### src/hdl/sa_data_pkg.sv
////////////////////////////////////////////////////////////
// Data widths, element and accumulator types
// Beat structs for weights, inputs, results and skew
////////////////////////////////////////////////////////////
`default_nettype none

package sa_data_pkg;

  // Rows and columns of the array
  localparam int ARRAY_DIM = 4;

  typedef logic signed [7:0]  elem_t;
  typedef logic signed [31:0] acc_t;
  typedef logic [1:0]         row_idx_t;

  // Weight row or input vector, lane 0 in the low bits
  typedef struct packed {
    elem_t [ARRAY_DIM-1:0] lane;
  } vec_beat_t;

  // One sum per column, lane c from column c
  typedef struct packed {
    acc_t [ARRAY_DIM-1:0] lane;
  } result_beat_t;

  // Weight write broadcast to all columns
  typedef struct packed {
    logic      load;
    row_idx_t  row;
    vec_beat_t data;
  } wload_t;

  // Operands after the input skew, lane r already delayed r advances
  typedef struct packed {
    logic                  valid;
    elem_t [ARRAY_DIM-1:0] lane;
  } skew_t;

endpackage

`default_nettype wire

### src/hdl/result_drain.sv
////////////////////////////////////////////////////////////
// Result holding register and pipeline advance
////////////////////////////////////////////////////////////
`default_nettype none
`timescale 1ns/1ns

module result_drain (
  input  logic                                  ap_clk,
  input  logic                                  areset,
  input  sa_data_pkg::acc_t                     col_sum [sa_data_pkg::ARRAY_DIM],
  input  logic [sa_data_pkg::ARRAY_DIM-1:0]     col_valid,
  input  logic                                  result_ready,
  output sa_data_pkg::result_beat_t             result,
  output logic                                  result_valid,
  output logic                                  advance,
  output logic                                  result_taken
);
  import sa_data_pkg::*;

  result_beat_t beat_d;

  always_comb begin
    for (int c = 0; c < ARRAY_DIM; c++) begin
      beat_d.lane[c] = col_sum[c];
    end
  end

  // Pipeline moves only when the register is free or leaving
  assign advance      = ~result_valid | result_ready;
  assign result_taken = result_valid & result_ready;

  // All columns share one valid pattern, column 0 stands for them
  always_ff @(posedge ap_clk) begin
    if (areset) begin
      result_valid <= 1'b0;
    end else if (advance) begin
      result_valid <= col_valid[0];
    end
  end

  always_ff @(posedge ap_clk) begin
    if (advance && col_valid[0]) begin
      result <= beat_d;
    end
  end

endmodule

`default_nettype wire

### config.mk
export PLATFORM = sky130hd
export DESIGN_NAME = result_drain
export DESIGN_NICKNAME = d
export VERILOG_FILES = /design/src/hdl/sa_data_pkg.sv /design/src/hdl/result_drain.sv
export SDC_FILE = /design/constraint.sdc
export NUM_CORES = 1
export LEC_CHECK = 0
export BUFFER_PORTS_ARGS = -buffer_cell sky130_fd_sc_hd__buf_2
export CORE_AREA = 3 3 103 105
export DETAILED_ROUTE_END_ITERATION = 12
export DIE_AREA = 0 0 106 108
export PLACE_DENSITY_LB_ADDON = 0.25
export SLEW_MARGIN = 10
export SYNTH_ARGS = -nofsm -noshare
export SYNTH_HDL_FRONTEND = slang
export SYNTH_SLANG_ARGS = --single-unit
### constraint.sdc
create_clock -name ap_clk -period 2.1 [get_ports ap_clk]
set_input_delay 0.525 -clock ap_clk [delete_from_list [all_inputs] [get_ports ap_clk]]
set_output_delay 0.525 -clock ap_clk [all_outputs]
set_load 0.02 [all_outputs]
==> metrics.cfg <==
[sta]
clock_skew_ns=0.00635
fin_crit_ns=1.72
grt_setup_unrepaired=no
maxSlewHeadroom=0.812
final-max-slew-violation-count=0
hold_viol_final=0
worst_slack_ns=0.383
worstMarginPinSlew_ns=0.282
fmax_ghz=0.582
final-setup-viol-count=0
timing.final.crit_share=0.818
final.setup.tns_ns=0

[route]
drt-pass1-iter-count=4
drc=0
vias=2440
totalWireLength_um=9110
drtAntennaViolNets=0
vias_per_cell=4.33
drt_iter0_markers=124
post_drt_wl_per_cell_um=16.1

[synthesis]
synth-seq-cells=129
synth_nets=269
synth_xor_area_frac=0
ys_warn_count=0
yosys.area_share.simple=0.00769
syn-cell-area_sq_um=3910
synth_cells=134
synth_compound_area_frac=0.00224
synth_top_family_by_area=simple AND/OR/NAND/NOR gates
synthMuxAreaShare=0
syn_avg_cell_area_sq_um=29.2
ys_seq_area_frac=0.989
synth.distinct_cells=7
synthAdderAreaFrac=0

[placed_design]
hpwl_um=6970
gp_congestion=0.732
place_area_sq_um=5430
portBuffers=262
preCtsSetupSlack_ns=0.426

[layout]
nets=553
syn2layout_area_growth_pct=52.7
layout_commonest_cell=buf_2
fillers=760
n_antenna_cell=0
final_area_sq_um=5960
final_cell_mix=buf_2, edfxtp_1, clkbuf_16
drive_above_1_share=0.691

[cts]
cts_tree=built
htreeDepth=4
clk_pin_slew_ns=0.06
post_cts.repair.setup_buffers=0
cts_buffer_depth=2
cts_buffers=17
insertion_delay_ns=0.50
clock_sinks=129
cts_resized=0
root_buffer=clkbuf_8
cts_hold_buf=0

[die]
core-area_sq_um=9730
die-area_sq_um=11400
die_h_um=108
start_util=0.401
num_rows=36
dieWidth_um=106
ios=266

[grt]
grt_usage=0.155
grt_overflow=0
grt_pass1_wl_um=12800
antenna_found_initial=0
grt_max_degree=54
grt_pass1_vias=2372

[power]
p_total_mw=6.15
vdd_drop_max_mv=0.542
p_leak_nw=2.58
power.density_nw_per_um2=1030

[worst_hold_path]
hold_path.class=input port to flop

[critical_path]
setup.worst_path.class=flop to output port
path_cells=and2_2, buf_2
cp.buffers_inverters=1
cpPeakStageDelay_ns=0.38
critPathRequiredTime_ns=1.57
cp_max_fo=3
crit_family=flip-flops
arrival_ns=1.19
start_kind=flop
cp_slowest_cell=dfxtp_1
crit_path_end_kind=output port

[outcome]
status=completed

[job]
maxCapViolations=0

## Yosys cell counts
cell      instances  area share
edfxtp_1        128        0.98
a21oi_2           1      0.0022
and2_2            1      0.0019
and2_4            1      0.0022
dfxtp_1           1      0.0051
inv_1             1     0.00096
nand2b_4          1      0.0035
## report_power, final
| part | switching (mW) | internal [mW] | leakage [nW] |
|---|---|---|---|
| registers | 0.0334 | 3.01 | 1.25 |
| clock network | 1.02 | 1.55 | 0.253 |
| logic | 0.340 | 0.194 | 1.08 |
## worst paths after layout
| path | slack (ns) | from | cells after the start | end |
|---|---|---|---|---|
| setup / recovery | 0.38 | result_valid | 2 | result_taken |
| setup reg to reg | 0.76 | result_valid | 3 | result[48] |
| hold / removal | 0.17 | areset | 2 | result_valid |
| hold reg to reg | 0.51 | result_valid | 2 | result_valid |
## sequential cells by signal, indices dropped and copies added, names as in the netlist
signal,flops
result,128
result_valid,1
## layout make-up
type / instances / area (sq um) / area share
sequential: 129 / 3860 / 0.648
timing repair buffer: 265 / 1360 / 0.228
clock buffer: 17 / 414 / 0.0695
tap: 133 / 166 / 0.0279
clock inverter: 15 / 118 / 0.0197
multi-input combinational: 4 / 38.8 / 0.00650
inverter: 1 / 3.75 / 0.000629
## per-layer routing
metal,up-vias,track usage,wire length [um]
met2,167,0.258,4810
met1,1147,0.164,3100
met4,0,0.0759,140
li1,1115,-,-
met5,-,0,0
met3,11,0.0758,1060
## kinds of logic after synthesis
| kind of cell | Yosys count |
|---|---|
| AO/OA/AOI/OAI | 1 |
| flip-flops | 129 |
| buffers and inverters | 1 |
| AND/OR/NAND/NOR | 3 |
## per-stage QoR
stage | utilization | hold slack [ns] | std cells
5_1_grt | 0.613 | 0.149 | 564
6_report | 0.613 | 0.172 | 564
4_1_cts | 0.613 | 0.144 | 564
2_1_floorplan | - | 0.587 | 134
3_3_place_gp | 0.558 | 0.497 | 532
3_5_place_dp | 0.558 | 0.507 | 532
Note: power is estimated with default switching activity, not from simulation.
