`src/hdl/sa_ctrl_pkg.sv`:
```
////////////////////////////////////////////////////////////
// Job state encoding and weight beat count type
////////////////////////////////////////////////////////////
`default_nettype none

package sa_ctrl_pkg;

  typedef enum logic [1:0] {
    IDLE   = 2'd0,
    LOAD   = 2'd1,
    STREAM = 2'd2,
    FINISH = 2'd3
  } job_state_t;

  typedef logic [2:0] wcount_t;

  // One weight beat per array row
  localparam wcount_t WEIGHT_BEATS = 3'd4;

endpackage

`default_nettype wire

```
`src/hdl/kernel_ctrl.sv`:
```
////////////////////////////////////////////////////////////
// Job FSM, beat counters, idle and done outputs
////////////////////////////////////////////////////////////
`default_nettype none
`timescale 1ns/1ns

module kernel_ctrl #(
  parameter int VEC_COUNT_W = 16
) (
  input  logic                   ap_clk,
  input  logic                   areset,
  input  logic                   ap_start,
  input  logic [VEC_COUNT_W-1:0] num_vectors,
  input  logic                   weight_taken,
  input  logic                   data_taken,
  input  logic                   result_taken,
  output logic                   load_phase,
  output logic                   stream_open,
  output logic                   ap_idle,
  output logic                   ap_done
);
  import sa_ctrl_pkg::*;

  job_state_t             state;
  wcount_t                wcnt;
  logic [VEC_COUNT_W-1:0] vec_total;
  logic [VEC_COUNT_W-1:0] issued;
  logic [VEC_COUNT_W-1:0] retired;

  // Vector count is captured once per job
  always_ff @(posedge ap_clk) begin
    if (state == IDLE && ap_start) begin
      vec_total <= num_vectors;
    end
  end

  ////////////////////////////////////////////////////////////
  // Job FSM
  ////////////////////////////////////////////////////////////

  always_ff @(posedge ap_clk) begin
    if (areset) begin
      state   <= IDLE;
      wcnt    <= '0;
      issued  <= '0;
      retired <= '0;
      ap_idle <= 1'b1;
      ap_done <= 1'b0;
    end else begin
      ap_done <= 1'b0;
      if (data_taken) begin
        issued <= issued + 1'b1;
      end
      if (result_taken) begin
        retired <= retired + 1'b1;
      end
      case (state)
        IDLE: begin
          if (ap_start) begin
            state   <= LOAD;
            wcnt    <= '0;
            issued  <= '0;
            retired <= '0;
            ap_idle <= 1'b0;
          end
        end
        LOAD: begin
          if (weight_taken) begin
            wcnt <= wcnt + 1'b1;
            // Empty job skips the stream phase
            if (wcnt == WEIGHT_BEATS - 1) begin
              state <= (vec_total == '0) ? FINISH : STREAM;
            end
          end
        end
        STREAM: begin
          if (issued == vec_total) begin
            state <= FINISH;
          end
        end
        FINISH: begin
          if (retired == vec_total) begin
            state   <= IDLE;
            ap_done <= 1'b1;
            ap_idle <= 1'b1;
          end
        end
        default: state <= IDLE;
      endcase
    end
  end

  assign load_phase  = (state == LOAD);
  assign stream_open = (state == STREAM) && (issued < vec_total);

endmodule

`default_nettype wire

```
`config.mk`:
```
export PLATFORM = sky130hd
export DESIGN_NAME = kernel_ctrl
export DESIGN_NICKNAME = d
export VERILOG_FILES = /design/src/hdl/sa_ctrl_pkg.sv /design/src/hdl/kernel_ctrl.sv
export SDC_FILE = /design/constraint.sdc
export NUM_CORES = 1
export LEC_CHECK = 0
export ABC_AREA = 1
export BUFFER_PORTS_ARGS = -buffer_cell sky130_fd_sc_hd__buf_4
export CAP_MARGIN = 0
export CORE_MARGIN = 2
export CORE_UTILIZATION = 62
export DETAILED_ROUTE_END_ITERATION = 8
export MAX_ROUTING_LAYER = met4
export PLACE_DENSITY = 0.86
export SLEW_MARGIN = 10
export SYNTH_ARGS = -nofsm -noshare
export SYNTH_HDL_FRONTEND = slang
export SYNTH_SLANG_ARGS = --single-unit
```
`constraint.sdc`:
```
create_clock -name ap_clk -period 2.62 [get_ports ap_clk]
set_input_delay 0.131 -clock ap_clk [delete_from_list [all_inputs] [get_ports ap_clk]]
set_output_delay 0.131 -clock ap_clk [all_outputs]
set_load 0.005 [all_outputs]
```
==> results.yml <==
sta:
  finalClockSkew_ns: 0.00437
  post-route-min-period_ns: 2.02
  tns_ns: 0
  timing.final.crit_share_pct: 77.1
  fmax_mhz: 495
  max_slew_margin_pct: 60.2
  final_max_slew_viol_count: 0
  tightest_slew_ns: 0.593
  rsz0062_at_grt: "no"
  hold_ws_ns: 0.0270
  hold_viol: 0
  setup_viol: 0
logic_synthesis:
  yosys.area.top_type: "dfxtp_1"
  yosys.cell_types.count: 30
  synth_top_area_share_pct: 25.8
  syn-num-nets: 447
  yosys_warnings: 0
  synth_seq_cells: 55
  avgSynthCellArea_sq_um: 7.54
  seq_area_frac_synth_pct: 41.7
  netlist_top_cells_area: "dfxtp_1 (26%), edfxtp_1 (16%), nand2_1 (13%)"
  syn_area_sq_um: 3020
  netlist_instances: 401
clocking:
  htreeDepth: 2
  cts_tree: "yes"
  clk_pin_slew_ns: 0.09
  max-clock-path-buffers: 2
  clk_latency_ns: 0.30
  cts_made_buffers: 5
  clock_sinks: 55
  cts_setup_buffers: 0
  clockRootBuffer: "clkbuf_8"
routing:
  first_iter_violations: 128
  viasPerCell: 5.21
  wl_per_cell_microns: 12.3
  firstDrtPassIters: 4
  vias: 2693
  drc: 0
  drt-total-wl_microns: 6380
  antenna_left: 0
worst_setup_path:
  critPathKind: "reg -> out"
  critPathTopFamily: "flip-flops"
  cp_max_fo: 3
  crit_slowest_cell: "edfxtp_1"
  crit_buf_inv: 2
  worstPathRequired_ns: 2.49
  startpoint_type: "flop"
  cpMostUsedCell: "a21oi_1"
  cp_slowest_stage_delay_ns: 0.39
  cp-end-kind: "primary output"
  crit_chain: "inv_1, ha_1, a21oi_1, nor2_1, a211oi_1, a21oi_1, nor3_1, buf_4"
  worstPathArrival_ns: 1.89
floorplanning:
  die_w_microns: 73.8
  die_h_microns: 73.8
  dieArea_sq_um: 5450
  ios: 26
  start_util_pct: 64.0
  fp.coreArea_sq_um: 4720
  rows: 25
cells_and_area:
  areaGrowthSynthToFinish_pct: 17.3
  drive_above_1_share_pct: 11.8
  final_cell_mix: "nand2_1 (106), inv_1 (60), nor2_1 (49), dfxtp_1 (39), a21oi_1 (31)"
  insertedDiodeCount: 0
  nets: 495
  mostFrequentLayoutCell: "nand2_1"
pwr:
  power_density_nw_per_um2: 608
  pwr-share-seq_pct: 49.0
  combPwrFrac_pct: 29.3
  clockPowerShare_pct: 21.7
  vdd_ir_drop_max_mv: 0.368
  leakagePower_nw: 1.56
  swShare_pct: 33.1
  power.internal_mw: 1.44
  power_mw: 2.16
  switchingPower_mw: 0.714
grt:
  antenna_found_initial: 0
  grt_pass1_vias: 2632
  grt_max_degree: 19
  grt_util_all_layers_pct: 26.5
  grt_pass1_wl_microns: 10900
  grt_overflow: 0
place:
  dp_hpwl_microns: 4700
  place_congestion: 0.882
  port_buffers: 25
outcome:
  status: "finished, final reports clean"
min_path:
  min_path_type: "in -> reg"
job:
  drv_cap: 0
Yosys cell counts:
master    number
a21oi_1       31
a211oi_1       5
buf_4          1
nand2_2        4
nor2_1        49
ha_1          24
a31oi_1        1
o21ai_0       14
and2_1         1
buf_2          1
nand2_1      106
dfxtp_1       39
or2_2          1
nor2_4         5
edfxtp_1      16
o22ai_1        1
o21ai_2        1
nand4_2        2
nand4_1        4
nor2_2         5
inv_1         60
nor3_1         7
o211ai_1       1
o21ai_1        1
xor2_1         5
and3_2         1
o21a_1         1
clkinv_1       1
nand3_1       12
nor3b_2        1
flip-flops by register name, summed over array words and instances, names as in the netlist:
name and count:
wcnt 3, issued 16, vec_total 16, ap_idle 1
ap_done 1, state 2, retired 16
cell families (layout without fill, tap and decap cells):
| group | after synthesis | in the layout | share of synthesized area (%) |
|---|---|---|---|
| buf+inv | 63 | 112 | 7.99 |
| simple gates | 198 | 198 | 28.8 |
| flops | 55 | 55 | 41.7 |
| xor+xnor | 5 | 5 | 1.45 |
| compound gates | 56 | 56 | 10.1 |
| fa+ha+maj | 24 | 24 | 9.93 |
final timing paths:
kind	start	to	slack (ns)	cells past startpoint
max	vec_total[5]	stream_open	0.60	8
min	areset	wcnt[2]	0.03	2
max reg2reg	state[0]	retired[13]	0.65	8
min reg2reg	ap_idle	ap_idle	0.46	2
area by class of cell:
class                   count  area, sq um
clock buffers               7         86.3
flip-flops and latches     55         1260
inverters                  61          229
multi-input cells         283         1520
well taps                  67         83.8
clock inverters             1         3.75
fillers                   355         1180
repair buffers             43          363
power groups by stage:
stage | sequential [mW] | combinational [mW] | clock [mW]
floorplan | 1.06 | 0.423 | 0
global placement | 1.07 | 0.581 | 0
detailed placement | 1.07 | 0.601 | 0
CTS | 1.05 | 0.628 | 0.483
global route | 1.07 | 0.724 | 0.514
finish | 1.06 | 0.631 | 0.469
metal layers:
| layer | routed length (microns) | track usage (%) | part of all wire [%] |
|---|---|---|---|
| met2 | 3210 | 46.1 | 50 |
| met3 | 321 | 5.08 | 5.0 |
| met1 | 2740 | 29.8 | 43 |
| met5 | 0 | - | 0 |
| met4 | 118 | 10.5 | 1.8 |
through the flow:
step	utilization (%)	setup WS (ns)	instances	instance area, sq um
2_1_floorplan	-	0.863	401	3020
3_3_place_gp	69.8	0.752	493	3300
3_5_place_dp	69.8	0.651	493	3300
4_1_cts	74.5	0.599	514	3520
5_1_grt	75.1	0.447	517	3550
6_report	75.1	0.600	517	3550
repair_timing:
item | CTS | global route
hold endpoints to repair | 13 | 3
gates resized for setup | 0 | 0
hold buffers | 13 | 3
Note: power is estimated with default switching activity, not from simulation.
