`src/hdl/sa_data_pkg.sv`:
```
////////////////////////////////////////////////////////////
// Data widths, element and accumulator types
// Beat structs for weights, inputs, results and skew
////////////////////////////////////////////////////////////
`default_nettype none

package sa_data_pkg;

  // Rows and columns of the array
  localparam int ARRAY_DIM = 4;

  typedef logic signed [7:0]  elem_t;
  typedef logic signed [31:0] acc_t;
  typedef logic [1:0]         row_idx_t;

  // Weight row or input vector, lane 0 in the low bits
  typedef struct packed {
    elem_t [ARRAY_DIM-1:0] lane;
  } vec_beat_t;

  // One sum per column, lane c from column c
  typedef struct packed {
    acc_t [ARRAY_DIM-1:0] lane;
  } result_beat_t;

  // Weight write broadcast to all columns
  typedef struct packed {
    logic      load;
    row_idx_t  row;
    vec_beat_t data;
  } wload_t;

  // Operands after the input skew, lane r already delayed r advances
  typedef struct packed {
    logic                  valid;
    elem_t [ARRAY_DIM-1:0] lane;
  } skew_t;

endpackage

`default_nettype wire

```
`src/hdl/mac_column.sv`:
```
////////////////////////////////////////////////////////////
// One array column with four stationary weights
// and a four-stage multiply-accumulate pipeline
////////////////////////////////////////////////////////////
`default_nettype none
`timescale 1ns/1ns

module mac_column #(
  parameter int COL_IDX = 0
) (
  input  logic                ap_clk,
  input  logic                areset,
  input  logic                advance,
  input  sa_data_pkg::wload_t wload,
  input  sa_data_pkg::skew_t  skew,
  output sa_data_pkg::acc_t   col_sum,
  output logic                col_valid
);
  import sa_data_pkg::*;

  elem_t                weight_mem [ARRAY_DIM];
  acc_t                 prod [ARRAY_DIM];
  acc_t                 psum [ARRAY_DIM];
  logic [ARRAY_DIM-1:0] vld;

  // Each column keeps its own lane of every weight row
  always_ff @(posedge ap_clk) begin
    if (wload.load) begin
      weight_mem[wload.row] <= wload.data.lane[COL_IDX];
    end
  end

  // Signed products, widened before the multiply
  for (genvar r = 0; r < ARRAY_DIM; r++) begin : g_prod
    assign prod[r] = acc_t'(elem_t'(skew.lane[r])) * acc_t'(weight_mem[r]);
  end

  ////////////////////////////////////////////////////////////
  // Accumulate pipeline, stage r adds row r
  ////////////////////////////////////////////////////////////

  always_ff @(posedge ap_clk) begin
    if (areset) begin
      vld <= '0;
    end else if (advance) begin
      vld <= {vld[ARRAY_DIM-2:0], skew.valid};
    end
  end

  always_ff @(posedge ap_clk) begin
    if (advance) begin
      psum[0] <= prod[0];
      for (int r = 1; r < ARRAY_DIM; r++) begin
        psum[r] <= psum[r-1] + prod[r];
      end
    end
  end

  assign col_sum   = psum[ARRAY_DIM-1];
  assign col_valid = vld[ARRAY_DIM-1];

endmodule

`default_nettype wire

```
`config.mk`:
```
export PLATFORM = sky130hd
export DESIGN_NAME = mac_column
export DESIGN_NICKNAME = d
export VERILOG_FILES = /design/src/hdl/sa_data_pkg.sv /design/src/hdl/mac_column.sv
export SDC_FILE = /design/constraint.sdc
export NUM_CORES = 1
export LEC_CHECK = 0
export BUFFER_PORTS_ARGS = -buffer_cell sky130_fd_sc_hd__clkbuf_2
export CAP_MARGIN = 20
export CORE_ASPECT_RATIO = 1.25
export CORE_MARGIN = 5
export CORE_UTILIZATION = 65
export CTS_CLUSTER_SIZE = 8
export DETAILED_ROUTE_END_ITERATION = 8
export GPL_TIMING_DRIVEN = 0
export PLACE_DENSITY = 0.84
export SYNTH_ARGS = -nofsm -noshare
export SYNTH_HDL_FRONTEND = slang
export SYNTH_SLANG_ARGS = --single-unit
```
`constraint.sdc`:
```
create_clock -name ap_clk -period 8.05 [get_ports ap_clk]
set_input_delay 0 -clock ap_clk [delete_from_list [all_inputs] [get_ports ap_clk]]
set_output_delay 0 -clock ap_clk [all_outputs]
set_load 0.01 [all_outputs]
```
==> results.yml, run 1 <==
status:
  status: "finished clean"
synthesis:
  synthXorXnorAreaFrac_pct: 3.11
  synth_commonest_cells: "fa_1 (407), inv_1 (374), ha_1 (214), edfxtp_1 (144), and2_1 (136)"
  synth_top_area_share_pct: 38.6
  synth_top_family_by_area: "adder cells"
  synth.distinct_cells: 69
  netlist_area_um2: 21100
  synth_area_leaders: "fa_1 (39%), edfxtp_1 (20%), ha_1 (13%)"
  synth.area.mux_share_pct: 0.349
  yosys.area.top_type: "fa_1"
  yosys_warnings: 0
  synth-compound-area-share_pct: 6.72
  ys_seq_elements: 148
  syn-instance-count: 1887
  synth_most_common_cell: "fa_1"
  synthAdderAreaFrac_pct: 51.2
  yosysSeqAreaShare_pct: 20.8
  yosys.area_share.simple_pct: 11.0
  synth-edff-count: 144
  syn_nets: 2579
  async_flop_share_pct: 0
  synth.avg_cell_area_um2: 11.2
  ys.flop_type: "edfxtp_1"
job:
  maxCapViolCount: 0
routing:
  drt_iter0_markers: 672
  wl_per_cell_um: 16.5
  antenna_left: 0
  dr_total_vias: 13600
  dr.pass1.iters: 5
  route.detailed.drc: 0
  via_per_inst: 5.60
  drt_wl_total_um: 40000
placed_design:
  port_buffers: 79
  place.gp.congestion: 0.874
  dp_hpwl_um: 33300
setup_path:
  rrSetupSlack_ns: 1.79
  cp-startpoint: "weight_mem[2][0]$_DFFE_PP_"
  critPathKind: "register to register"
  worstPathRequired_ns: 8.25
  reg2reg_to: "psum[2][31]$_DFFE_PP_"
  reg2reg_depth: 17
  endpoint_kind: "register"
  endpoint: "psum[2][31]$_DFFE_PP_"
  reg2reg_from: "weight_mem[2][0]$_DFFE_PP_"
  cp_max_fo: 25
  critPathLaunchType: "register"
  crit_arrival_ns: 6.45
final_layout:
  nFillCells: 2159
  seq_area_um2: 4400
  multiInputGateArea_um2: 15300
  drive_above_1_share_pct: 7.35
  final_nets: 2692
  areaGrowthSynthToFinish_pct: 7.92
  n_antenna_cell: 0
sta:
  period_minus_slack_ns: 6.26
  hold_viol_final: 0
  rsz0062_at_grt: "false"
  relSlewSlack_pct: 40.5
  setup_viol: 0
  skew_ns: 0.00643
  max_freq_mhz: 160
  post-route-period-util_pct: 77.7
  worstMarginPinSlew_ns: 0.892
  fin_setup_tns_ns: 0
  maxSlewViolCount: 0
worst_hold_path:
  hp-start: "wload[32]"
  hold_class: "primary input to register"
die:
  io_pins: 104
  chipWidth_um: 171
  die_h_um: 212
  initial_utilization_pct: 66.1
  dieArea_um2: 36200
  coreArea_um2: 32000
  fp-row-count: 73
cts:
  htreeDepth: 4
  cts.sinks: 148
  cts.root.buffer_cell: "clkbuf_16"
  cts_tree: "yes"
  cts_resized: 0
  clk_pin_slew_worst_paths_ns: 0.07
  insertion_delay_ns: 0.45
  cts_buffer_depth: 2
  cts_inserted_buffers: 17
grt:
  overflow: 0
  track_usage_pct: 24.1
  grt_pass1_vias: 15700
  antenna_found_initial: 0
  grt_max_degree: 114
  grt_pass1_wl_um: 70700
## metal layers
metal	up-vias	share of wire, %	GRT usage (%)
met5	-	0	0
met4	0	2.2	7.27
met3	73	3.1	3.29
met2	296	58	47.5
met1	6923	37	26.6
li1	6292	-	-
## through the flow
stage	hold WS, ns	util (%)	area, µm²	cells	setup WS (ns)
global placement	0.206	69.0	22000	2378	1.24
global route	0.0333	71.4	22800	2425	1.38
CTS	0.00823	71.3	22800	2424	1.74
floorplan	0.0724	-	21100	1887	2.02
finish	0.0303	71.4	22800	2425	1.79
detailed placement	0.217	69.3	22100	2381	1.76
## placed cells by master, fill, tap and decap left out, types with 8 or more instances in the layout
master,count
a21o_1,20
a21oi_1,53
and2_1,134
and3_1,10
clkbuf_16,17
clkbuf_2,80
dlygate4sd3_1,11
edfxtp_1,144
fa_1,407
ha_1,214
inv_1,374
nand2_1,126
nand2b_1,18
nand3_1,17
nor2_1,59
nor2b_1,29
nor3_1,24
o21ai_0,33
o21bai_1,13
or3_1,8
xnor2_1,61
xor2_1,14
## worst min path at each step
stage / end / slack, ns / cells after the start
floorplan: vld[0]$_SDFFE_PP0P_ / 0.07 / 1
global placement: vld[1]$_SDFFE_PP0P_ / 0.21 / 2
detailed placement: vld[3]$_SDFFE_PP0P_ / 0.22 / 2
CTS: weight_mem[0][2]$_DFFE_PP_ / 0.008 / 2
global route: weight_mem[2][2]$_DFFE_PP_ / 0.03 / 2
finish: weight_mem[2][2]$_DFFE_PP_ / 0.03 / 2
## worst max-delay path, cell delays in order, from the launching register on
cell and delay (ns):
edfxtp_1 0.51, and2_2 0.77, inv_1 0.14, fa_1 0.51, inv_1 0.05, fa_1 0.48
fa_1 0.57, fa_1 0.43, fa_1 0.44, ha_1 0.33, o21ai_1 0.11, nor4_2 0.39
o311ai_1 0.20, a31oi_2 0.34, a31oi_1 0.19, o21ai_2 0.26, o221ai_2 0.14, xnor2_1 0.14
## cell type report
cell class,count,area share (%)
Clock buffer,17,1.87
Inverter,374,6.15
Timing Repair Buffer,94,2.65
Multi-Input combinational cell,1357,67.1
Clock inverter,15,0.554
Buffer,8,0.143
Tap cell,412,2.26
Sequential cell,148,19.3
## logic make-up (layout without fill, tap and decap cells)
family | count (synthesis) | in the layout
AOI/OAI and AO/OA | 206 | 206
xor gates and xnor gates | 75 | 75
adders and majority gates | 621 | 621
buffers and inverters | 382 | 508
DFF | 148 | 148
muxes | 7 | 7
and+or+nand+nor | 448 | 448
## flip-flops by register name, summed over array words and instances (netlist names)
register / count
psum: 112
vld: 4
weight_mem: 32
## timing repair
item / CTS / global route
hold endpoints to repair: 37 / 0
hold buffers: 11 / 0
buffers inserted: 0 / 0
Power of run 1 is left out: the tool's default activity adds up to more than one toggle a clock period on the data nets, which glitch-free logic cannot reach.
==> run 2, diff against run 1 <==
--- a/config.mk
+++ b/config.mk
@@ -5,6 +5,7 @@
 export SDC_FILE = /design/constraint.sdc
 export NUM_CORES = 1
 export LEC_CHECK = 0
+export ABC_AREA = 1
 export BUFFER_PORTS_ARGS = -buffer_cell sky130_fd_sc_hd__clkbuf_2
 export CAP_MARGIN = 20
 export CORE_ASPECT_RATIO = 1.25
==> constraint.sdc (replaced) <==
create_clock -name ap_clk -period 5.8 [get_ports ap_clk]
set_input_delay 0 -clock ap_clk [delete_from_list [all_inputs] [get_ports ap_clk]]
set_output_delay 0 -clock ap_clk [all_outputs]
set_load 0.01 [all_outputs]
==> results.yml, run 2 <==
die:
  chipWidth_um: 178
  dieArea_um2: 39300
  die_h_um: 220
  coreArea_um2: 35200
  fp-row-count: 77
  io_pins: 104
  initial_utilization_pct: 65.5
sta:
  worstMarginPinSlew_ns: 0.999
  setup_ws_ns: 0.183
  relSlewSlack_pct: 32.9
  hold_viol_final: 1
  maxSlewViolCount: 0
  period_minus_slack_ns: 5.62
  skew_ns: 0.00782
  holdWs_ns: -0.0141
  setup_viol: 0
  post-route-period-util_pct: 96.8
  max_freq_mhz: 178
routing:
  highest_layer: "met5"
  route.detailed.drc: 0
  dr_wl_met3_um: 1640
  via_per_inst: 5.28
  wl_per_cell_um: 15.7
  drt_iter0_markers: 857
  drt_wl_total_um: 50500
  wl_met2_um: 28800
  wl_met1_um: 17500
  dr_total_vias: 17000
  antenna_left: 0
  dr.pass1.iters: 5
grt:
  overflow: 0
  grt_pass1_wl_um: 85600
  grt_max_degree: 97
  grt_pass1_vias: 19200
  antenna_found_initial: 2
  track_usage_pct: 27.3
final_layout:
  nFillCells: 2598
  multiInputGateArea_um2: 15800
  seq_area_um2: 4400
  reg_top3: "psum: 112 flops, weight_mem: 32 flops, vld: 4 flops"
  drive_above_1_share_pct: 5.06
  final_nets: 3428
  layout_common_cells: "inv_1 (694), nand2_1 (689), fa_1 (405)"
  final_util_pct: 70.6
  largest_register_ffs: 112
  final_common_cell: "inv_1"
  final_cells: 3222
  finish.instance_area_um2: 24800
  areaGrowthSynthToFinish_pct: 7.78
  n_antenna_cell: 0
  top_register: "psum"
placed_design:
  post-place-cells: 3162
  dp_hpwl_um: 41300
  dp_slack_ns: -0.0207
  port_buffers: 47
  place.gp.congestion: 0.907
  place_area_um2: 23900
synthesis:
  yosys.area.top_type: "fa_1"
  synth_area_leaders: "fa_1 (35%), edfxtp_1 (19%), ha_1 (12%)"
  ys.flop_type: "edfxtp_1"
  synth.distinct_cells: 37
  syn_nets: 3330
  synth_most_common_cell: "inv_1"
  async_flop_share_pct: 0
  synth.avg_cell_area_um2: 8.73
  yosysSeqAreaShare_pct: 19.1
  synth-edff-count: 144
  ys_seq_elements: 148
  netlist_area_um2: 23000
  synth_top_area_share_pct: 35.4
  syn-instance-count: 2638
  yosys_warnings: 0
  synth_commonest_cells: "inv_1 (701), nand2_1 (689), fa_1 (407), ha_1 (214), edfxtp_1 (144)"
cts:
  htreeDepth: 4
  clk_pin_slew_worst_paths_ns: 0.07
  cts.root.buffer_cell: "clkbuf_16"
  cts_tree: "yes"
  insertion_delay_ns: 0.46
  cts_buffer_depth: 2
  cts_inserted_buffers: 17
  cts.sinks: 148
setup_path:
  critical_path.max_stage_delay_ns: 0.78
  cp_max_fo: 13
  path_cells: "clkbuf_1, nand2_1, fa_1, fa_2, clkinvlp_4, buf_4, fa_1, fa_1, ha_1, ha_1, nand2_1, nor2_1, and2_1, nand3_1, nand3_1, nand2_1"
  rrSetupSlack_ns: 0.18
  cp_slowest_cell: "fa_2"
  crit_arrival_ns: 5.84
  critPathLaunchType: "register"
  worstPathRequired_ns: 6.02
  critPathKind: "register to register"
  endpoint_kind: "register"
worst_hold_path:
  hold_class: "primary input to register"
job:
  maxCapViolCount: 0
status:
  status: "finished, violations left"
  violations: "negative hold slack"
-- run 2: kinds of logic (layout without fill, tap and decap cells) --
group,after synthesis,in the layout,share of synthesized area (%)
fa+ha+maj,621,621,47.0
compound gates,110,110,2.60
xor+xnor,51,51,1.94
simple gates,943,943,16.8
buf+inv,765,875,12.5
flops,148,148,19.1
-- run 2: worst paths after layout --
kind | start | end | cells past startpoint
max | weight_mem[3][2]$_DFFE_PP_ | psum[3][30]$_DFFE_PP_ | 16
min | wload[34] | weight_mem[3][0]$_DFFE_PP_ | 3
max reg2reg | weight_mem[3][2]$_DFFE_PP_ | psum[3][30]$_DFFE_PP_ | 16
min reg2reg | vld[2]$_SDFFE_PP0P_ | vld[3]$_SDFFE_PP0P_ | 2
-- run 2: timing repair --
item / in CTS / in global routing
cloned: 0 / 1
hold buffers: 12 / 3
buffers inserted: 0 / 9
endpoints found under the hold margin: 52 / 4
endpoints found under the setup margin: 3 / 29
gates resized for setup: 2 / 8
-- run 2: final cells by class --
| cell class | instances | area share, % |
|---|---|---|
| clock buffer | 18 | 1.73 |
| timing repair inverter | 1 | 0.0303 |
| tap | 474 | 2.39 |
| multi-input combinational | 1725 | 63.5 |
| inverter | 704 | 10.8 |
| buffer | 61 | 0.923 |
| sequential | 148 | 17.8 |
| timing repair buffer | 78 | 2.43 |
| clock inverter | 13 | 0.514 |
-- run 2: through the flow --
| step | hold slack, ns | TNS, ns |
|---|---|---|
| 2_1_floorplan | 0.0691 | 0 |
| 3_3_place_gp | 0.200 | -0.136 |
| 3_5_place_dp | 0.219 | -0.0207 |
| 4_1_cts | 0.00221 | -0.00845 |
| 5_1_grt | 0.00568 | -0.0308 |
| 6_report | -0.0141 | 0 |
-- run 2: worst max-delay path: cells and delay by family, from the launching register on --
family	cells	cell delay (ns)
fa+ha+maj	6	3.12
buf+inv	3	0.69
flops	1	0.32
simple gates	7	1.24
-- run 2: metal layers --
layer  up-vias  global-route usage, %
met4         4                   12.6
li1       8022                      -
met3       186                   3.50
met5         -                      0
met2       430                   54.5
met1      8371                   27.6
Power of run 2 is left out for the same reason.
