==> config.mk <==
export PLATFORM = sky130hd
export DESIGN_NAME = array_feeder
export DESIGN_NICKNAME = d
export VERILOG_FILES = /design/src/hdl/sa_data_pkg.sv /design/src/hdl/array_feeder.sv
export SDC_FILE = /design/constraint.sdc
export NUM_CORES = 1
export LEC_CHECK = 0
export BUFFER_PORTS_ARGS = -buffer_cell sky130_fd_sc_hd__clkbuf_2
export CORE_UTILIZATION = 45
export DETAILED_ROUTE_END_ITERATION = 6
export PLACE_DENSITY = 0.83
export SLEW_MARGIN = 5
export SYNTH_ARGS = -nofsm -noshare
export SYNTH_HDL_FRONTEND = slang
export SYNTH_SLANG_ARGS = --single-unit
==> constraint.sdc <==
create_clock -name ap_clk -period 1.1 [get_ports ap_clk]
set_input_delay 0.055 -clock ap_clk [delete_from_list [all_inputs] [get_ports ap_clk]]
set_output_delay 0.055 -clock ap_clk [all_outputs]
set_load 0.01 [all_outputs]
==> src/hdl/sa_data_pkg.sv <==
////////////////////////////////////////////////////////////
// Data widths, element and accumulator types
// Beat structs for weights, inputs, results and skew
////////////////////////////////////////////////////////////
`default_nettype none

package sa_data_pkg;

  // Rows and columns of the array
  localparam int ARRAY_DIM = 4;

  typedef logic signed [7:0]  elem_t;
  typedef logic signed [31:0] acc_t;
  typedef logic [1:0]         row_idx_t;

  // Weight row or input vector, lane 0 in the low bits
  typedef struct packed {
    elem_t [ARRAY_DIM-1:0] lane;
  } vec_beat_t;

  // One sum per column, lane c from column c
  typedef struct packed {
    acc_t [ARRAY_DIM-1:0] lane;
  } result_beat_t;

  // Weight write broadcast to all columns
  typedef struct packed {
    logic      load;
    row_idx_t  row;
    vec_beat_t data;
  } wload_t;

  // Operands after the input skew, lane r already delayed r advances
  typedef struct packed {
    logic                  valid;
    elem_t [ARRAY_DIM-1:0] lane;
  } skew_t;

endpackage

`default_nettype wire

==> src/hdl/array_feeder.sv <==
////////////////////////////////////////////////////////////
// Weight and input stream acceptance
// Weight row numbering and triangular input skew
////////////////////////////////////////////////////////////
`default_nettype none
`timescale 1ns/1ns

module array_feeder (
  input  logic                   ap_clk,
  input  logic                   areset,
  input  logic                   load_phase,
  input  logic                   stream_open,
  input  logic                   advance,
  input  sa_data_pkg::vec_beat_t weight_in,
  input  logic                   weight_valid,
  output logic                   weight_ready,
  input  sa_data_pkg::vec_beat_t data_in,
  input  logic                   data_valid,
  output logic                   data_ready,
  output sa_data_pkg::wload_t    wload,
  output sa_data_pkg::skew_t     skew,
  output logic                   weight_taken,
  output logic                   data_taken
);
  import sa_data_pkg::*;

  row_idx_t              wrow;
  logic                  load_q;
  row_idx_t              row_q;
  vec_beat_t             data_q;
  logic                  skew_vld;
  elem_t [ARRAY_DIM-1:0] skew_lane;

  assign weight_ready = load_phase;
  assign data_ready   = stream_open & advance;
  assign weight_taken = weight_valid & weight_ready;
  assign data_taken   = data_valid & data_ready;

  ////////////////////////////////////////////////////////////
  // Weight path
  ////////////////////////////////////////////////////////////

  // Row index wraps back to 0 after the fourth beat
  always_ff @(posedge ap_clk) begin
    if (areset) begin
      wrow   <= '0;
      load_q <= 1'b0;
    end else begin
      load_q <= weight_taken;
      if (weight_taken) begin
        wrow <= wrow + 1'b1;
      end
    end
  end

  always_ff @(posedge ap_clk) begin
    if (weight_taken) begin
      row_q  <= wrow;
      data_q <= weight_in;
    end
  end

  assign wload = '{load: load_q, row: row_q, data: data_q};

  ////////////////////////////////////////////////////////////
  // Input skew
  ////////////////////////////////////////////////////////////

  always_ff @(posedge ap_clk) begin
    if (areset) begin
      skew_vld <= 1'b0;
    end else if (advance) begin
      skew_vld <= data_taken;
    end
  end

  // Lane r runs through r+1 registers
  for (genvar r = 0; r < ARRAY_DIM; r++) begin : g_lane
    elem_t line [r+1];

    always_ff @(posedge ap_clk) begin
      if (advance) begin
        line[0] <= data_in.lane[r];
        for (int k = 1; k <= r; k++) begin
          line[k] <= line[k-1];
        end
      end
    end

    assign skew_lane[r] = line[r];
  end

  assign skew = '{valid: skew_vld, lane: skew_lane};

endmodule

`default_nettype wire

==> results of run 1 <==
[power by group]
group,leakage (nW),internal (W),switching [W],total (W)
registers,1.14,0.00528,0.0000810,0.00536
logic,0.972,0.000398,0.000333,0.000731
clock network,0.236,0.00272,0.00186,0.00458
total,2.34,0.00840,0.00227,0.0107
[sequential cells by signal, indices dropped and copies added (netlist names)]
signal,count
wrow,2
skew_vld,1
row_q,2
load_q,1
g_lane.line,80
wload,32
[stage by stage]
step	power [W]	hold WS (ps)	utilization, %	std cells	setup WS (ps)
after global placement	0.00594	232	57.3	380	226
after global routing	0.0110	40.8	72.8	483	-50.6
final	0.0107	45.3	72.8	483	1.69
after floorplan	0.00562	124	-	151	120
after CTS	0.0108	27.3	72.7	483	-16.0
after detailed placement	0.00598	234	57.3	380	184
[cell families (layout without fill, tap and decap cells)]
kind of cell	Yosys count	after routing	synth area share (%)
flops	118	118	93.6
compound gates	3	3	0.535
mux	1	1	0.401
simple gates	9	9	1.57
buf+inv	20	250	3.91
[area by class of cell]
class	count	share of cell area [%]
Inverter	1	0.0653
Timing Repair Buffer	217	26.2
Sequential cell	118	61.0
Clock inverter	14	1.52
Clock buffer	18	7.27
Multi-Input combinational cell	13	1.72
Tap cell	102	2.22
[cell usage in the layout, fill, tap and decap left out]
cell,count
clkbuf_2,136
edfxtp_1,114
dlygate4sd3_1,70
clkbuf_16,16
clkinv_2,6
clkinvlp_4,6
buf_2,5
dfxtp_1,4
buf_12,4
nand3_2,2
a21oi_1,2
nor2b_1,2
inv_1,1
and2_2,1
and2_1,1
a21bo_2,1
nand3b_1,1
nor2_1,1
mux2_4,1
nand2b_1,1
clkbuf_8,1
clkbuf_1,1
inv_6,1
clkinv_1,1
dlymetal6s4s_1,1
buf_4,1
[worst max path at each step]
| stage | from | endpoint | slack (ps) | depth (start not counted) |
|---|---|---|---|---|
| floorplan | weight_valid | row_q[0]$_DFFE_PP_ | 120 | 1 |
| global placement | load_phase | wload[4]$_DFFE_PP_ | 230 | 3 |
| detailed placement | load_phase | wload[25]$_DFFE_PP_ | 180 | 3 |
| CTS | g_lane[3].line[3][7]$_DFFE_PP_ | skew[31] | -20 | 1 |
| global route | g_lane[3].line[3][7]$_DFFE_PP_ | skew[31] | -50 | 1 |
| finish | g_lane[3].line[3][7]$_DFFE_PP_ | skew[31] | 2 | 1 |
[layer usage]
metal,vias up,part of all wire (%)
met3,16,5.0
met1,1037,35
li1,1006,-
met5,-,0
met4,0,2.2
met2,81,57
[what timing repair did]
item,CTS,global route
gates resized for setup,0,7
pin swaps,0,0
endpoints found under the setup margin,8,30
hold buffers,71,0
cloned,0,0
hold endpoints to repair,75,0
==> load_flow_metrics.sql, run 1 <==
INSERT INTO impl_metrics (metric_group, metric, value, unit) VALUES
('status', 'run_status', 'complete, no violations', ''),
('timing', 'tightest_slew', '341', 'ps'),
('route', 'routed_via_density', '4.43', ''),
('min_path', 'worst_hold_path_type', 'input port to flop', ''),
('global_routing', 'grt_use_met2', '34.0', '%'),
('synthesis', 'postSynthCellCount', '151', ''),
('critical_path', 'critPathMaxFanout', '1', ''),
('clock_tree', 'cts_tree', 'built', ''),
('cells_and_area', 'num_antenna_cells', '0', ''),
('critical_path', 'r2r_end', 'wrow[1]$_SDFFE_PP0P_', ''),
('cells_and_area', 'seq_area', '0.00350', 'mm2'),
('floorplan', 'die_area', '0.00869', 'mm2'),
('synthesis', 'synth_cell_type_count', '15', ''),
('global_routing', 'remaining_overflow_grt', '0', ''),
('global_routing', 'grt_antenna_before_repair', '0', ''),
('synthesis', 'synth_flop_cell', 'edfxtp_1', ''),
('timing', 'hold_violations', '0', ''),
('synthesis', 'synth.net_count', '222', ''),
('synthesis', 'asyncSetResetFlopFracSynth', '0', '%'),
('synthesis', 'syn-cell-area', '0.00374', 'mm2'),
('timing', 'clock.fmax', '910', 'MHz'),
('global_routing', 'grt.met3_usage', '5.45', '%'),
('floorplan', 'die_height', '93.2', 'um'),
('critical_path', 'critical_path.top_delay_family', 'flip-flops', ''),
('clock_tree', 'post-cts-setup-buffers', '0', ''),
('floorplan', 'design.core.area', '0.00789', 'mm2'),
('synthesis', 'yosys.area.top_type_share', '91.4', '%'),
('synthesis', 'synth_enable_flop_cells', '114', ''),
('cells_and_area', 'fillCellCount', '508', ''),
('timing', 'setup_repair_after_global_routing_missed_its_margin', 'yes', ''),
('clock_tree', 'htree_levels', '4', ''),
('global_routing', 'vias_in_the_first_global_route', '2291', ''),
('cells_and_area', 'multiInputGateArea', '98.8', 'um2'),
('critical_path', 'cp-end-kind', 'output port', ''),
('timing', 'maxSlewViolCount', '0', ''),
('global_routing', 'grt_max_degree', '36', ''),
('min_path', 'holdCritStartpoint', 'advance', ''),
('synthesis', 'yosys_warnings', '0', ''),
('global_routing', 'track_usage', '18.3', '%'),
('floorplan', 'num_rows', '32', ''),
('synthesis', 'synth.ff_latch_count', '118', ''),
('critical_path', 'slowest_stage', 'edfxtp_1', ''),
('timing', 'final.min_clock_period', '1100', 'ps'),
('timing', 'tns', '0', 'ps'),
('critical_path', 'timing.critical_path.required', '1040', 'ps'),
('critical_path', 'worstSetupPathType', 'flop to output port', ''),
('critical_path', 'cells_on_worst_reg2reg_path', '2', ''),
('timing', 'clock-skew-final', '5.11', 'ps'),
('cells_and_area', 'layout_stage_area_growth_over_the_synthesis_result', '53.5', '%'),
('synthesis', 'synth-seq-area-share', '93.6', '%'),
('global_routing', 'grt_pass1_wl', '11200', 'um'),
('clock_tree', 'numCtsBuffers', '17', ''),
('min_path', 'hold_depth', '2', ''),
('synthesis', 'synth_commonest_cells', 'edfxtp_1, buf_4, dfxtp_1', ''),
('synthesis', 'synth.most_common_cell', 'edfxtp_1', ''),
('pwr', 'vdd.ir_drop.worst', '1.12', 'mV'),
('floorplan', 'top_level_ports', '143', ''),
('floorplan', 'die_x', '93.2', 'um'),
('min_path', 'timing.hold.worst_endpoint', 'g_lane[3].line[2][5]$_DFFE_PP_', ''),
('placement', 'gp_congestion', '0.681', ''),
('clock_tree', 'cts_num_sinks', '118', ''),
('synthesis', 'synth.area.top_cells', 'edfxtp_1, buf_4, dfxtp_1', ''),
('route', 'total_number_of_vias', '2140', ''),
('global_routing', 'grt_busiest_layer', 'met2', ''),
('cells_and_area', 'fin_nets', '439', ''),
('synthesis', 'synth.largest_area_cell', 'edfxtp_1', ''),
('critical_path', 'critPathArrivalTime', '1040', 'ps'),
('route', 'drt_iter0_markers', '109', ''),
('clock_tree', 'ctsRootBufferMaster', 'clkbuf_8', ''),
('floorplan', 'floorplan.initialDensity', '47.5', '%'),
('timing', 'timing.slew.headroom', '77.2', '%');
No activity file was read; power rests on OpenSTA's default activity.
==> inputs of run 2 (changes only) <==
--- a/config.mk
+++ b/config.mk
@@ -9,6 +9,7 @@
 export CORE_UTILIZATION = 45
 export DETAILED_ROUTE_END_ITERATION = 6
 export PLACE_DENSITY = 0.83
+export RECOVER_POWER = 25
 export SLEW_MARGIN = 5
 export SYNTH_ARGS = -nofsm -noshare
 export SYNTH_HDL_FRONTEND = slang
==> run 2 against run 1 <==
Against the previous run:
- the flow now finishes with violations (negative setup slack)
- worst setup slack got worse by 5.3 ps
- die area unchanged
- total power is 0.21% lower
- clock skew barely moved
- sequential power about the same
- utilization fell by 0.62 points
- final cell count unchanged
- via count grew 0.23%
- global-route usage stayed put
- sequential share of layout area grew 0.52 points
- combinational power is 3.0% lower
- flip-flop and latch count did not move
- critical path type unchanged
- largest cell class unchanged
==> load_flow_metrics.sql, run 2 (same netlist as run 1, synthesis figures left out) <==
INSERT INTO impl_metrics (metric_group, metric, value, unit) VALUES
('timing', 'maxSlewViolCount', '0', ''),
('pwr', 'total_leakage_power', '2.32', 'nW'),
('placement', 'gp_congestion', '0.681', ''),
('status', 'violations', 'negative setup slack', ''),
('pwr', 'intPower', '0.00839', 'W'),
('pwr', 'post-layout-total-power', '0.0107', 'W'),
('floorplan', 'design.core.area', '0.00789', 'mm2'),
('cells_and_area', 'fillCellCount', '516', ''),
('global_routing', 'track_usage', '18.3', '%'),
('clock_tree', 'cts_num_sinks', '118', ''),
('clock_tree', 'numCtsBuffers', '17', ''),
('min_path', 'worst_hold_path_type', 'input port to flop', ''),
('route', 'first_pass_iters', '4', ''),
('pwr', 'netSwitchingPower', '0.00227', 'W'),
('cells_and_area', 'seq_area', '0.00350', 'mm2'),
('route', 'routed_wirelength', '7310', 'um'),
('cells_and_area', 'largest_register_ff_count', '80', ''),
('timing', 'final.min_clock_period', '1100', 'ps'),
('cells_and_area', 'fin_nets', '439', ''),
('clock_tree', 'htree_levels', '4', ''),
('placement', 'count_of_port_buffers_added_during_placement', '142', ''),
('critical_path', 'critPathArrivalTime', '1050', 'ps'),
('run', 'drv.max_cap_violation_count', '0', ''),
('cells_and_area', 'layout_stage_area_growth_over_the_synthesis_result', '52.2', '%'),
('cells_and_area', 'final_layout_size_suffix_gt1_share', '47.2', '%'),
('critical_path', 'worstSetupPathType', 'flop to output port', ''),
('global_routing', 'grt_antenna_before_repair', '0', ''),
('timing', 'timing.final.crit_share', '100', '%'),
('critical_path', 'critPathMaxFanout', '1', ''),
('critical_path', 'cp_cell_sequence', 'clkbuf_2', ''),
('clock_tree', 'cts_tree', 'built', ''),
('clock_tree', 'ctsRootBufferMaster', 'clkbuf_8', ''),
('floorplan', 'num_rows', '32', ''),
('pwr', 'switching_share', '21.3', '%'),
('floorplan', 'floorplan.initialDensity', '47.5', '%'),
('timing', 'setup_repair_after_global_routing_missed_its_margin', 'yes', ''),
('cells_and_area', 'multiInputGateArea', '98.8', 'um2'),
('timing', 'clock-skew-final', '5.11', 'ps'),
('pwr', 'vdd.ir_drop.worst', '1.10', 'mV'),
('cells_and_area', 'mostFrequentLayoutCells', 'clkbuf_2, edfxtp_1, dlygate4sd3_1', ''),
('route', 'post_drt_wl_per_cell', '15.1', 'um'),
('floorplan', 'die_area', '0.00869', 'mm2'),
('cells_and_area', 'num_antenna_cells', '0', ''),
('pwr', 'clkPwrFrac', '43.0', '%'),
('global_routing', 'grt_max_degree', '36', ''),
('cells_and_area', 'stdcell_area', '0.00570', 'mm2'),
('route', 'routed_via_density', '4.44', ''),
('floorplan', 'die_x', '93.2', 'um'),
('route', 'drc', '0', ''),
('timing', 'setup_slack', '-3.60', 'ps'),
('route', 'drt.antenna.violating_nets', '0', ''),
('status', 'run_status', 'complete, but fails checks', ''),
('timing', 'timing.slew.headroom', '34.9', '%'),
('cells_and_area', 'regMostFlops', 'g_lane.line', ''),
('route', 'total_number_of_vias', '2145', ''),
('global_routing', 'remaining_overflow_grt', '0', ''),
('critical_path', 'critical_path.top_delay_family', 'flip-flops', ''),
('pwr', 'share_comb_of_total_power', '6.7', '%'),
('critical_path', 'timing.critical_path.from_type', 'flop', ''),
('min_path', 'hold_depth', '4', ''),
('cells_and_area', 'final_util', '72.2', '%'),
('timing', 'setup_viol_count_final', '1', ''),
('timing', 'tightest_slew', '977', 'ps'),
('critical_path', 'cp-end-kind', 'output port', ''),
('critical_path', 'timing.critical_path.required', '1040', 'ps'),
('global_routing', 'vias_in_the_first_global_route', '2291', ''),
('clock_tree', 'insertion_delay', '500', 'ps'),
('timing', 'clock.fmax', '906', 'MHz'),
('cells_and_area', 'final_common_cell', 'clkbuf_2', ''),
('clock_tree', 'clk_pin_slew_worst_paths', '60', 'ps'),
('pwr', 'power.share.sequential', '50.4', '%'),
('critical_path', 'crit_cells', '1', ''),
('critical_path', 'cp_slowest_stage_delay', '400', 'ps'),
('global_routing', 'grt_pass1_wl', '11200', 'um'),
('floorplan', 'die_height', '93.2', 'um'),
('clock_tree', 'cts_buffer_depth', '2', ''),
('pwr', 'cell_area_power_density', '1870', 'mW/mm2'),
('route', 'drt_iter0_markers', '83', ''),
('placement', 'placed_cell_area', '0.00452', 'mm2'),
('floorplan', 'top_level_ports', '143', ''),
('critical_path', 'cells_on_worst_reg2reg_path', '2', ''),
('critical_path', 'path_buf_inv', '1', ''),
('critical_path', 'slowest_stage', 'edfxtp_1', ''),
('timing', 'hold_violations', '0', ''),
('clock_tree', 'post-cts-setup-buffers', '0', '');
[run 2: layout make-up]
cell class,instances,share of cell area [%]
clock buffers,18,7.34
clock inverters,14,1.54
inverters,1,0.0659
multi-input cells,13,1.74
flip-flops and latches,118,61.5
well taps,102,2.24
repair buffers,217,25.6
[run 2: worst paths after layout]
check,startpoint,to,slack [ps]
hold / removal,stream_open,skew_vld$_SDFFE_PP0P_,80
setup reg to reg,wrow[0]$_SDFFE_PP0P_,wrow[1]$_SDFFE_PP0P_,190
setup / recovery,g_lane[3].line[3][7]$_DFFE_PP_,skew[31],-4
hold reg to reg,g_lane[2].line[0][1]$_DFFE_PP_,g_lane[2].line[0][9]$_DFFE_PP_,420
[run 2: power by group through the flow]
stage               Sequential (W)  Combinational (W)  Clock (W)
finish                     0.00536           0.000709    0.00458
global route               0.00539           0.000760    0.00487
CTS                        0.00536           0.000726    0.00467
detailed placement         0.00545           0.000524          0
global placement           0.00544           0.000506          0
floorplan                  0.00550           0.000116          0
[run 2: repair_timing]
item,in CTS,in global routing
gates resized for setup,0,7
pin swaps,0,0
hold endpoints to repair,75,0
endpoints found under the setup margin,8,30
hold buffers,71,0
[run 2: metal layers]
metal | GRT usage, % | part of all wire [%] | vias to the layer above
li1 | - | - | 1006
met1 | 18.3 | 35 | 1040
met2 | 34.0 | 57 | 83
met3 | 5.45 | 5.0 | 16
met4 | 9.74 | 2.2 | 0
met5 | 0 | 0 | -
[run 2: per-stage QoR]
| step | hold WS, ps | std cells | worst slack, ps | TNS (ps) |
|---|---|---|---|---|
| 5_1_grt | 76.3 | 483 | -50.6 | -420 |
| 3_3_place_gp | 232 | 380 | 226 | 0 |
| 3_5_place_dp | 234 | 380 | 184 | 0 |
| 2_1_floorplan | 124 | 151 | 120 | 0 |
| 6_report | 77.3 | 483 | -3.60 | -3.60 |
| 4_1_cts | 27.3 | 483 | -16.0 | -33.5 |
